**config.mk**
```make
export PLATFORM = sky130hd
export DESIGN_NAME = fetch_top
export DESIGN_NICKNAME = d
export VERILOG_FILES = /design/src/rtl/fetch_pkg.sv /design/src/rtl/fetch_buf_if.sv /design/src/rtl/fetch_ctrl.sv /design/src/rtl/pc_gen.sv /design/src/rtl/fetch_buf.sv /design/src/rtl/fetch_top.sv
export VERILOG_INCLUDE_DIRS = /design/src /design/src/rtl
export SDC_FILE = /design/constraint.sdc
export NUM_CORES = 1
export LEC_CHECK = 0
export BUFFER_PORTS_ARGS = -buffer_cell sky130_fd_sc_hd__buf_2
export CAP_MARGIN = 20
export CORE_ASPECT_RATIO = 1.5
export CORE_UTILIZATION = 25
export CTS_CLUSTER_DIAMETER = 120
export DETAILED_ROUTE_END_ITERATION = 6
export PLACE_DENSITY = 0.52
export SYNTH_ARGS = -nofsm -noshare
export SYNTH_HDL_FRONTEND = slang
export SYNTH_SLANG_ARGS = --single-unit
```
**constraint.sdc**
```tcl
create_clock -name i_clk -period 7.3 [get_ports i_clk]
set_clock_uncertainty 0.2 [all_clocks]
set_input_delay 1.46 -clock i_clk [delete_from_list [all_inputs] [get_ports i_clk]]
set_output_delay 1.46 -clock i_clk [all_outputs]
set_load 0.05 [all_outputs]
```
**src/rtl/fetch_consts.svh**
```systemverilog
// fetch front end widths, reset pc and outstanding request limit
`ifndef FETCH_CONSTS_SVH
`define FETCH_CONSTS_SVH

// datapath widths
`define FETCH_PC_WD            32
`define FETCH_INST_WD          32
`define FETCH_SRAM_DATA_WD     64
`define FETCH_SRAM_ADDR_WD     32

// first pc fetched after reset
`define FETCH_PC_RESETVAL      32'h8000_0000

// requests in flight at once, cancelled ones included
`define FETCH_MAX_OUTSTANDING  2

`endif

```
**src/rtl/fetch_pkg.sv**
```systemverilog
// fetch front end types and fetch control state encoding
`include "fetch_consts.svh"

package fetch_pkg;

  // pc and instruction
  typedef logic [`FETCH_PC_WD-1:0]        pc_t;
  typedef logic [`FETCH_INST_WD-1:0]      inst_t;

  // instruction sram side
  typedef logic [`FETCH_SRAM_DATA_WD-1:0] sram_word_t;
  typedef logic [`FETCH_SRAM_ADDR_WD-1:0] sram_addr_t;

  // holds 0 .. FETCH_MAX_OUTSTANDING
  typedef logic [1:0]                     outst_cnt_t;

  // FS_DRAIN waits for cancelled responses
  typedef enum logic [1:0] {
    FS_IDLE,   // out of reset, nothing requested yet
    FS_RUN,    // normal fetch
    FS_DRAIN   // cancelled data_ok still to come
  } fetch_state_t;

endpackage

```
**src/rtl/fetch_buf_if.sv**
```systemverilog
// handshake between fetch control and the output buffer / pc queue
`timescale 1ns/100ps

interface fetch_buf_if;

  logic push;       // sram accepted a request, queue its pc
  logic rsp_keep;   // data_ok is live, write buffer
  logic flush;      // branch redirect
  logic buf_valid;  // buffer holds an instruction
  logic buf_taken;  // decode takes it this cycle

  modport ctrl (
    output push,
    output rsp_keep,
    output flush,
    output buf_taken,
    input  buf_valid
  );

  modport buffer (
    input  push,
    input  rsp_keep,
    input  flush,
    input  buf_taken,
    output buf_valid
  );

endinterface

```
**src/rtl/fetch_ctrl.sv**
```systemverilog
// fetch control FSM, outstanding and cancel counters, request and allowin logic
`timescale 1ns/100ps
`include "fetch_consts.svh"

module fetch_ctrl (
  input  logic      i_clk,
  input  logic      i_reset,
  input  logic      i_ds_allowin,
  input  logic      i_br_taken,
  input  logic      i_addr_ok,
  input  logic      i_data_ok,
  output logic      o_ren,
  output logic      o_pc_advance,
  output logic      o_fs_to_ds_valid,
  fetch_buf_if.ctrl fbuf
);

  localparam fetch_pkg::outst_cnt_t MAX_OUTST = 2'(`FETCH_MAX_OUTSTANDING);

  fetch_pkg::fetch_state_t state_q;
  fetch_pkg::fetch_state_t state_d;
  fetch_pkg::outst_cnt_t   outst_q;   // accepted, data not yet back
  fetch_pkg::outst_cnt_t   outst_d;
  fetch_pkg::outst_cnt_t   cancel_q;  // part of outst_q to be dropped
  fetch_pkg::outst_cnt_t   cancel_d;
  fetch_pkg::outst_cnt_t   live_cnt;
  logic                    req_accept;
  logic                    draining;
  logic                    slot_free;

  // decode side, the buffer is the fetch stage register
  assign o_fs_to_ds_valid = fbuf.buf_valid;
  assign fbuf.buf_taken   = fbuf.buf_valid && i_ds_allowin;

  assign live_cnt = outst_q - cancel_q;
  assign draining = (state_q == fetch_pkg::FS_DRAIN);

  // data_ok is a pulse and cannot be stalled, so the one buffer entry
  // must be free for every live request; one live request at most
  assign slot_free = (live_cnt == '0) && (!fbuf.buf_valid || fbuf.buf_taken);

  assign o_ren = (state_q != fetch_pkg::FS_IDLE) && (outst_q < MAX_OUTST) && slot_free;

  assign req_accept   = o_ren && i_addr_ok;
  assign o_pc_advance = req_accept;

  // accepted in the branch cycle means cancelled, keep it out of the pc queue
  assign fbuf.push     = req_accept && !i_br_taken;
  assign fbuf.rsp_keep = i_data_ok && !draining && !i_br_taken;
  assign fbuf.flush    = i_br_taken;

  always_comb begin
    outst_d = outst_q;
    if (req_accept && !i_data_ok) begin
      outst_d = outst_q + 2'd1;
    end else if (!req_accept && i_data_ok) begin
      outst_d = outst_q - 2'd1;
    end
  end

  // on a branch everything still out after this cycle is dead
  always_comb begin
    cancel_d = cancel_q;
    if (i_br_taken) begin
      cancel_d = outst_d;
    end else if (i_data_ok && draining) begin
      cancel_d = cancel_q - 2'd1;
    end
  end

  always_comb begin
    state_d = state_q;
    case (state_q)
      fetch_pkg::FS_IDLE: begin
        state_d = fetch_pkg::FS_RUN;  // start fetching the reset pc
      end
      fetch_pkg::FS_RUN: begin
        if (cancel_d != '0) begin
          state_d = fetch_pkg::FS_DRAIN;
        end
      end
      fetch_pkg::FS_DRAIN: begin
        if (cancel_d == '0) begin
          state_d = fetch_pkg::FS_RUN;
        end
      end
      default: begin
        state_d = fetch_pkg::FS_IDLE;
      end
    endcase
  end

  always_ff @(posedge i_clk) begin
    if (i_reset) begin
      state_q  <= fetch_pkg::FS_IDLE;
      outst_q  <= '0;
      cancel_q <= '0;
    end else begin
      state_q  <= state_d;
      outst_q  <= outst_d;
      cancel_q <= cancel_d;
    end
  end

  // request limit holds across accept / return overlap
  outst_limit_a: assert property (
    @(posedge i_clk) disable iff (i_reset)
    outst_q <= MAX_OUTST
  );

  // sram returns data only for accepted requests
  no_orphan_rsp_a: assert property (
    @(posedge i_clk) disable iff (i_reset)
    i_data_ok |-> (outst_q != '0)
  );

endmodule

```
**src/rtl/pc_gen.sv**
```systemverilog
// next request pc register with branch redirect and sram address alignment
`timescale 1ns/100ps
`include "fetch_consts.svh"

module pc_gen (
  input  logic                  i_clk,
  input  logic                  i_reset,
  input  logic                  i_pc_advance,
  input  logic                  i_br_taken,
  input  fetch_pkg::pc_t        i_br_target,
  output fetch_pkg::pc_t        o_req_pc,
  output fetch_pkg::sram_addr_t o_inst_sram_addr
);

  fetch_pkg::pc_t pc_q;     // pc of the next request
  fetch_pkg::pc_t pc_seq;
  fetch_pkg::pc_t pc_d;

  assign pc_seq = pc_q + fetch_pkg::pc_t'(4);

  // branch wins over a same cycle accept
  always_comb begin
    pc_d = pc_q;
    if (i_br_taken) begin
      pc_d = i_br_target;
    end else if (i_pc_advance) begin
      pc_d = pc_seq;
    end
  end

  always_ff @(posedge i_clk) begin
    if (i_reset) begin
      pc_q <= `FETCH_PC_RESETVAL;
    end else begin
      pc_q <= pc_d;
    end
  end

  assign o_req_pc = pc_q;

  // sram reads 64 bit words, drop the low 3 bits
  assign o_inst_sram_addr = fetch_pkg::sram_addr_t'({pc_q[`FETCH_PC_WD-1:3], 3'b000});

  // targets from decode must be word aligned too
  pc_aligned_a: assert property (
    @(posedge i_clk) disable iff (i_reset)
    pc_q[1:0] == 2'b00
  );

endmodule

```
**src/rtl/fetch_buf.sv**
```systemverilog
// in-flight pc queue, 32-bit half select by pc[2] and one-entry output buffer
`timescale 1ns/100ps
`include "fetch_consts.svh"

module fetch_buf (
  input  logic                  i_clk,
  input  logic                  i_reset,
  input  fetch_pkg::pc_t        i_req_pc,
  input  fetch_pkg::sram_word_t i_rdata,
  fetch_buf_if.buffer           fbuf,
  output fetch_pkg::inst_t      o_inst,
  output fetch_pkg::pc_t        o_pc
);

  localparam int Q_DEPTH = `FETCH_MAX_OUTSTANDING;
  localparam int QPTR_WD = $clog2(Q_DEPTH);
  localparam fetch_pkg::outst_cnt_t Q_FULL = 2'(Q_DEPTH);

  fetch_pkg::pc_t        pcq_mem [Q_DEPTH];
  logic [QPTR_WD-1:0]    wr_ptr;
  logic [QPTR_WD-1:0]    rd_ptr;
  fetch_pkg::outst_cnt_t pcq_cnt;
  fetch_pkg::pc_t        head_pc;
  fetch_pkg::inst_t      sel_inst;
  logic                  pop;
  logic                  buf_valid_q;
  fetch_pkg::inst_t      buf_inst_q;
  fetch_pkg::pc_t        buf_pc_q;

  assign pop     = fbuf.rsp_keep;  // one live pc per kept response
  assign head_pc = pcq_mem[rd_ptr];

  always_ff @(posedge i_clk) begin
    if (fbuf.push) begin
      pcq_mem[wr_ptr] <= i_req_pc;
    end
  end

  // redirect drops every queued pc
  always_ff @(posedge i_clk) begin
    if (i_reset || fbuf.flush) begin
      wr_ptr  <= '0;
      rd_ptr  <= '0;
      pcq_cnt <= '0;
    end else begin
      if (fbuf.push) begin
        wr_ptr <= wr_ptr + 1'b1;
      end
      if (pop) begin
        rd_ptr <= rd_ptr + 1'b1;
      end
      case ({fbuf.push, pop})
        2'b10:   pcq_cnt <= pcq_cnt + 2'd1;
        2'b01:   pcq_cnt <= pcq_cnt - 2'd1;
        default: pcq_cnt <= pcq_cnt;
      endcase
    end
  end

  // upper half holds pc+4 of the aligned word
  assign sel_inst = head_pc[2] ? i_rdata[`FETCH_SRAM_DATA_WD-1:`FETCH_INST_WD]
                               : i_rdata[`FETCH_INST_WD-1:0];

  always_ff @(posedge i_clk) begin
    if (i_reset || fbuf.flush) begin
      buf_valid_q <= 1'b0;
    end else if (pop) begin
      buf_valid_q <= 1'b1;
    end else if (fbuf.buf_taken) begin
      buf_valid_q <= 1'b0;
    end
  end

  always_ff @(posedge i_clk) begin
    if (pop) begin
      buf_inst_q <= sel_inst;
      buf_pc_q   <= head_pc;
    end
  end

  assign fbuf.buf_valid = buf_valid_q;
  assign o_inst         = buf_inst_q;
  assign o_pc           = buf_pc_q;

  // control never accepts more live requests than the queue holds
  pcq_no_overflow_a: assert property (
    @(posedge i_clk) disable iff (i_reset)
    fbuf.push |-> (pcq_cnt != Q_FULL)
  );

  // every kept response has its pc queued
  pcq_no_underflow_a: assert property (
    @(posedge i_clk) disable iff (i_reset)
    pop |-> (pcq_cnt != '0)
  );

  // a kept response finds the entry free or leaving
  buf_no_overwrite_a: assert property (
    @(posedge i_clk) disable iff (i_reset)
    pop |-> (!buf_valid_q || fbuf.buf_taken)
  );

endmodule

```
**src/rtl/fetch_top.sv**
```systemverilog
// instruction fetch front end top, control plus pc and buffer datapath
`timescale 1ns/100ps

module fetch_top (
  input  logic                  i_clk,
  input  logic                  i_reset,
  // decode allowin and branch redirect
  input  logic                  i_ds_allowin,
  input  logic                  i_br_taken,
  input  fetch_pkg::pc_t        i_br_target,
  // inst sram
  output logic                  o_inst_sram_ren,
  output fetch_pkg::sram_addr_t o_inst_sram_addr,
  input  fetch_pkg::sram_word_t i_inst_sram_rdata,
  input  logic                  i_inst_sram_addr_ok,
  input  logic                  i_inst_sram_data_ok,
  // to decode
  output logic                  o_fs_to_ds_valid,
  output fetch_pkg::inst_t      o_fs_inst,
  output fetch_pkg::pc_t        o_fs_pc
);

  fetch_pkg::pc_t req_pc;
  logic           pc_advance;

  fetch_buf_if fbuf_if ();

  fetch_ctrl ctrl_i (
    .i_clk            (i_clk),
    .i_reset          (i_reset),
    .i_ds_allowin     (i_ds_allowin),
    .i_br_taken       (i_br_taken),
    .i_addr_ok        (i_inst_sram_addr_ok),
    .i_data_ok        (i_inst_sram_data_ok),
    .o_ren            (o_inst_sram_ren),
    .o_pc_advance     (pc_advance),        // accepted, move to pc+4
    .o_fs_to_ds_valid (o_fs_to_ds_valid),
    .fbuf             (fbuf_if.ctrl)
  );

  pc_gen pc_gen_i (
    .i_clk            (i_clk),
    .i_reset          (i_reset),
    .i_pc_advance     (pc_advance),
    .i_br_taken       (i_br_taken),
    .i_br_target      (i_br_target),
    .o_req_pc         (req_pc),
    .o_inst_sram_addr (o_inst_sram_addr)
  );

  fetch_buf fetch_buf_i (
    .i_clk            (i_clk),
    .i_reset          (i_reset),
    .i_req_pc         (req_pc),             // queued on accept
    .i_rdata          (i_inst_sram_rdata),
    .fbuf             (fbuf_if.buffer),
    .o_inst           (o_fs_inst),
    .o_pc             (o_fs_pc)
  );

endmodule

```
# ---- Yosys cells after proc, flatten, opt, wreduce, memory -nomap -nowiden
# Memories as Yosys holds them, arrays and structs flattened. A register that Yosys moved wholly into a read port is not among the register bits.
# Cells that the tools add are included.
dict set report op_classes {
  order_cmp 1
  mux 16
  n_eq_ne 4
  n_addsub 7
  n_reduce_logical 26
}
# op n
set op_table {}
lappend op_table {{32-bit 2-to-1 mux} 3}
lappend op_table {{32-bit by 3-bit adder with 32-bit output (second input constant)} 1}
lappend op_table {{2-bit 2-to-1 mux} 6}
lappend op_table {{1-bit logical AND} 11}
lappend op_table {{2-bit nonzero test} 4}
lappend op_table {{2-bit zero test} 3}
lappend op_table {{1-bit 2-to-1 mux} 6}
lappend op_table {{2-bit one-hot mux with 3 select lines} 1}
lappend op_table {{1-bit zero test} 5}
lappend op_table {{2-bit by 1-bit subtractor with 2-bit output (second input constant)} 2}
lappend op_table {{1-bit adder (second input constant)} 2}
lappend op_table {{2-bit by 1-bit adder with 2-bit output (second input constant)} 1}
lappend op_table {{2-bit by 1-bit == test with 1-bit output (second input constant)} 1}
lappend op_table {{2-bit == test (second input constant)} 1}
lappend op_table {{1-bit logical OR} 2}
lappend op_table {{2-bit < comparator (second input constant)} 1}
lappend op_table {{2-bit by 1-bit != test with 1-bit output (second input constant)} 1}
lappend op_table {{2-bit != test (second input constant)} 1}
lappend op_table {{2-bit AND reduction} 1}
lappend op_table {{2-bit subtractor} 1}
dict set report word_totals {
  reg_bits 105
  out_inout_bits 98
  mem_count 1
  mem_bits_rw 64
  input_bits 102
  wordCells 64
}
# memory words width read_ports rd_ports_with_merged_regs write_ports line_no
set memory_table {}
lappend memory_table {fetch_buf_i.pcq_mem 2 32 1 1 1 fetch_buf.sv:19} ;# fetch_pkg::pc_t pcq_mem [Q_DEPTH];

# ---- Logic depth before layout (Yosys ltp)
dict set report logic_depth {
  ltp_word 13
  ltp_mapped 8
  ltp_nobuf 6
}

# ---- Hierarchy
# A second synthesis with hierarchy kept.
dict set report hier_totals {
  cells_unflattened 533
  hier_area_um2 7363.3
}
# mod cells_each seq_area_each_um2 n_inst area_each_um2
set modules_own_cells {}
lappend modules_own_cells {fetch_buf 214 3923.8 1 4778.3}
lappend modules_own_cells {pc_gen 260 640.6 1 2112.0}
lappend modules_own_cells {fetch_ctrl 59 120.1 1 473.0}

# ---- Worst setup path before layout
# No wires, ideal clock.
dict set report synth_timing {
  kind {input to register}
  startpoint {input i_br_taken}
  endpoint {register fetch_buf_i.buf_inst_q[0], in the netlist fetch_buf_i.o_inst[0] (enable)}
  t_arrival_ps 4596
  path_slack_ps 2017
  path_buffers 2
  setup_time_ps 487
  t_required_ps 6613
  stages 3
  path_cell_list {buf_1 clkbuf_1 nor2_1}
}
dict set report synth_via {
  elab_chain_cells 2
}
# item line_no
set synth_lines {}
lappend synth_lines {{from (decl)} fetch_top.sv:9} ;# input logic i_br_taken,
lappend synth_lines {{1-bit zero test} fetch_ctrl.sv:49} ;# assign fbuf.rsp_keep = i_data_ok && !draining && !i_br_taken;
lappend synth_lines {{1-bit logical AND} fetch_ctrl.sv:49}
lappend synth_lines {{named net ctrl_i.fbuf.rsp_keep} fetch_buf_if.sv:14} ;# output rsp_keep,
lappend synth_lines {{to (signal assigned)} fetch_buf.sv:76} ;# buf_inst_q <= sel_inst;
lappend synth_lines {{to (decl)} fetch_buf.sv:27} ;# fetch_pkg::inst_t buf_inst_q;
# The timed path passes the listed nets, and every way through them passes these cells.
# A chain may end at the register's enable or synchronous reset.

# ---- Worst setup path after layout
dict set report layout_timing {
  startpoint {input i_ds_allowin}
  endpoint {output o_inst_sram_ren}
}
dict set report layout_via {
  elab_chain_cells 4
}
# item line_no
set layout_lines {}
lappend layout_lines {{from (decl)} fetch_top.sv:8} ;# input logic i_ds_allowin,
lappend layout_lines {{1-bit logical AND} fetch_ctrl.sv:33} ;# assign fbuf.buf_taken = fbuf.buf_valid && i_ds_allowin;
lappend layout_lines {{1-bit logical OR} fetch_ctrl.sv:40} ;# assign slot_free = (live_cnt == '0) && (!fbuf.buf_valid || fbuf.buf_taken);
lappend layout_lines {{1-bit logical AND} fetch_ctrl.sv:40}
lappend layout_lines {{1-bit logical AND} fetch_ctrl.sv:42} ;# assign o_ren = (state_q != fetch_pkg::FS_IDLE) && (outst_q < MAX_OUTST) && slot_free;
lappend layout_lines {{to (decl)} fetch_top.sv:12} ;# output logic o_inst_sram_ren,
# Every way passes these cells.

==> results.py <==
metrics = {
    "run_status": {
        "status": "finished, final reports clean",
    },
    "hold_path": {
        "holdPathEnd": "fetch_buf_i.pcq_mem[0][0]$_DFFE_PP_",
        "worstHoldPathType": "reg -> reg",
        "hp-start": "pc_gen_i.o_req_pc[0]$_SDFFE_PP0P_",
        "min_path_cells": 0,
    },
    "floorplanning": {
        "coreArea_um2": 27960,
        "num_io_pins": 200,
        "dieArea_um2": 29060,
        "fp.dieW_um": 139.5,
        "initial_utilization": 0.2536,
        "row_count": 75,
        "die_h_um": 208.3,
    },
    "logic_synthesis": {
        "syn_inst": 514,
        "ys_seq_area_frac": 0.6606,
        "synth-main-ff-cell": "edfxtp_1",
        "synth_top_area_frac": 0.5420,
        "avgSynthCellArea_um2": 13.80,
        "synthArstFlopShare": 0,
        "synth-edff-count": 128,
        "netlist_area_um2": 7092,
        "synth_cell_types": 42,
        "synthTopCellsByArea": "edfxtp_1 (54%), dfxtp_1 (12%), mux2_2 (10%)",
        "ys.warnings.count": 0,
        "yosysTopAreaCell": "edfxtp_1",
        "ys_ff_latch": 170,
    },
    "global_routing": {
        "grtUsageTotal": 0.1227,
        "grt_overflow": 0,
        "grt_pass1_wl_mm": 26.23,
        "grt_pass1_vias": 4592,
        "grt_max_degree": 65,
        "antenna_found_initial": 0,
    },
    "worst_setup_path": {
        "cp_data_required_time_ns": 5.64,
        "reg2reg_to": "pc_gen_i.o_req_pc[26]$_SDFFE_PP0N_",
        "r2r-start": "ctrl_i.cancel_q[0]$_SDFF_PP0_",
        "arrival_ns": 2.21,
        "criticalPathCategory": "in -> out",
        "startpoint_type": "input port",
        "crit_fanout": 3,
        "endpoint_kind": "output pin",
        "r2r.worst_path.cells": 5,
        "rrSetupSlack_ns": 4.66,
    },
    "clock_network": {
        "hold_buffers": 0,
        "root_buffer": "clkbuf_16",
        "clk_pin_slew_ns": 0.07,
        "cts_resized": 0,
        "cts_buffers": 17,
        "cts_tree": "yes",
        "htree_levels": 4,
        "clockBufferDepth": 2,
        "clk_latency_ns": 0.44,
        "clock_sinks": 170,
        "postCtsSetupBuffers": 0,
    },
    "route": {
        "wl_per_cell_um": 16.39,
        "viasPerCell": 4.293,
        "drc": 0,
        "drt_iter0_markers": 209,
        "drt-total-wl_mm": 17.08,
        "ant_nets": 0,
        "via_count": 4473,
        "dr.pass1.iters": 4,
    },
    "sta": {
        "rsz0062_at_grt": "false",
        "tightestPinTransition_ns": 0.9245,
        "finalCritPeriodShare": 0.5302,
        "fin_hold_ws_ns": 0.2571,
        "period_minus_slack_ns": 3.871,
        "max_slew_margin": 0.3836,
        "worst_slack_ns": 3.429,
        "finalSetupTns_ns": 0,
        "hold_viol_final": 0,
        "drv_slew": 0,
        "fmaxAchievable_ghz": 0.2584,
        "finalSetupViolCount": 0,
    },
    "power": {
        "cellLeakagePower_uw": 0.003378,
        "power.density_nw_per_um2": 266.7,
        "total_power_uw": 2360,
        "vdd_drop_max_mv": 0.1482,
    },
    "place": {
        "place_ws_ns": 3.431,
        "dp_hpwl_mm": 11.99,
        "gp_congestion": 0.7672,
        "io_buffers": 196,
    },
    "final_layout": {
        "fill_cells": 2832,
        "diodes": 0,
        "layout-drive-gt1-share": 0.4454,
        "final_util": 0.3164,
        "final_cell_mix": "buf_2 (196), edfxtp_1 (128), mux2_2 (63)",
        "nets": 786,
        "area_delta_synth_final_pct": 24.75,
        "mostFrequentLayoutCell": "buf_2",
    },
    "run": {
        "drv_cap": 0,
    },
}
## registers in the layout, indices dropped and copies added, names as in the netlist, named ones only
register and count:
ctrl_i.cancel_q 2, ctrl_i.outst_q 2, ctrl_i.state_q 2, fetch_buf_i.fbuf.buf_valid 1, fetch_buf_i.o_inst 32, fetch_buf_i.o_pc 32
fetch_buf_i.pcq_mem 64, fetch_buf_i.rd_ptr 1, fetch_buf_i.wr_ptr 1, pc_gen_i.o_req_pc 32
## area by class of cell
type	count	area (um2)	area share
clock inverter	15	155.1	0.01754
multi-input combinational	283	2085	0.2356
sequential	170	4686	0.5296
clock buffer	17	425.4	0.04808
timing repair buffer	203	1033	0.1168
tap	346	432.9	0.04893
inverter	8	30.03	0.003394
## kinds of logic (layout without fill, tap and decap cells)
logic type               count (synthesis)  in the layout  synth area share
buffers and inverters                   63            243           0.05081
flip-flops                             170            170            0.6606
AND/OR/NAND/NOR                        133            133           0.09580
AO/OA/AOI/OAI                           43             43           0.03882
adder cells (fa/ha/maj)                  1              1          0.001764
XOR/XNOR                                33             33           0.04181
other                                    1              3         0.0005288
multiplexers                            70             70            0.1099
## per-layer routing
metal / vias to the layer above / track usage / wire length [um]
met3: 16 / 0.02601 / 624
met1: 2149 / 0.1323 / 6878
met2: 119 / 0.2308 / 9337
met4: 0 / 0.04751 / 238
li1: 2189 / - / -
met5: - / 0 / 0
## critical path, cell delays in order
cell and delay (ns):
buf_2 0.09, nand2b_1 0.18, nand3_1 0.10, a21oi_1 0.11, buf_2 0.27
## power breakdown
group	internal, uW	switching (uW)	leakage [uW]	total, uW
Combinational	107	225	0.00157	332
Sequential	1100	44.3	0.00153	1150
Clock	457	426	0.000276	883
## worst max-delay path by stage
| stage | start | to | slack [ns] |
|---|---|---|---|
| after global routing | i_ds_allowin | o_inst_sram_ren | 3.37 |
| final | i_ds_allowin | o_inst_sram_ren | 3.43 |
| after floorplan | i_br_taken | fetch_buf_i.o_inst[0]$_DFFE_PP_ | 2.02 |
| after global placement | i_ds_allowin | o_inst_sram_ren | 3.42 |
| after detailed placement | i_ds_allowin | o_inst_sram_ren | 3.43 |
| after CTS | i_ds_allowin | o_inst_sram_ren | 3.43 |
## cell usage after synthesis (3+ instances only)
library cell  count
a211oi_1         12
a21oi_1          17
buf_2             3
buf_4            32
clkbuf_1         18
dfxtp_1          42
edfxtp_1        128
inv_1             8
mux2_2           63
mux2i_1           7
nand2_1          32
nand3_1          13
nand4_1          10
nor2_1           35
nor2b_1           3
nor3_1           10
nor3_2            3
nor4_1            9
o21ai_0           5
or3_1             4
xnor2_1           4
xor2_1           28
## stage by stage
step | cells | instance area [um2]
3_5_place_dp | 1010 | 8267
4_1_cts | 1042 | 8847
5_1_grt | 1042 | 8847
3_3_place_gp | 1010 | 8267
6_report | 1042 | 8847
2_1_floorplan | 516 | 7099
Power figures use the tool's default switching activity.
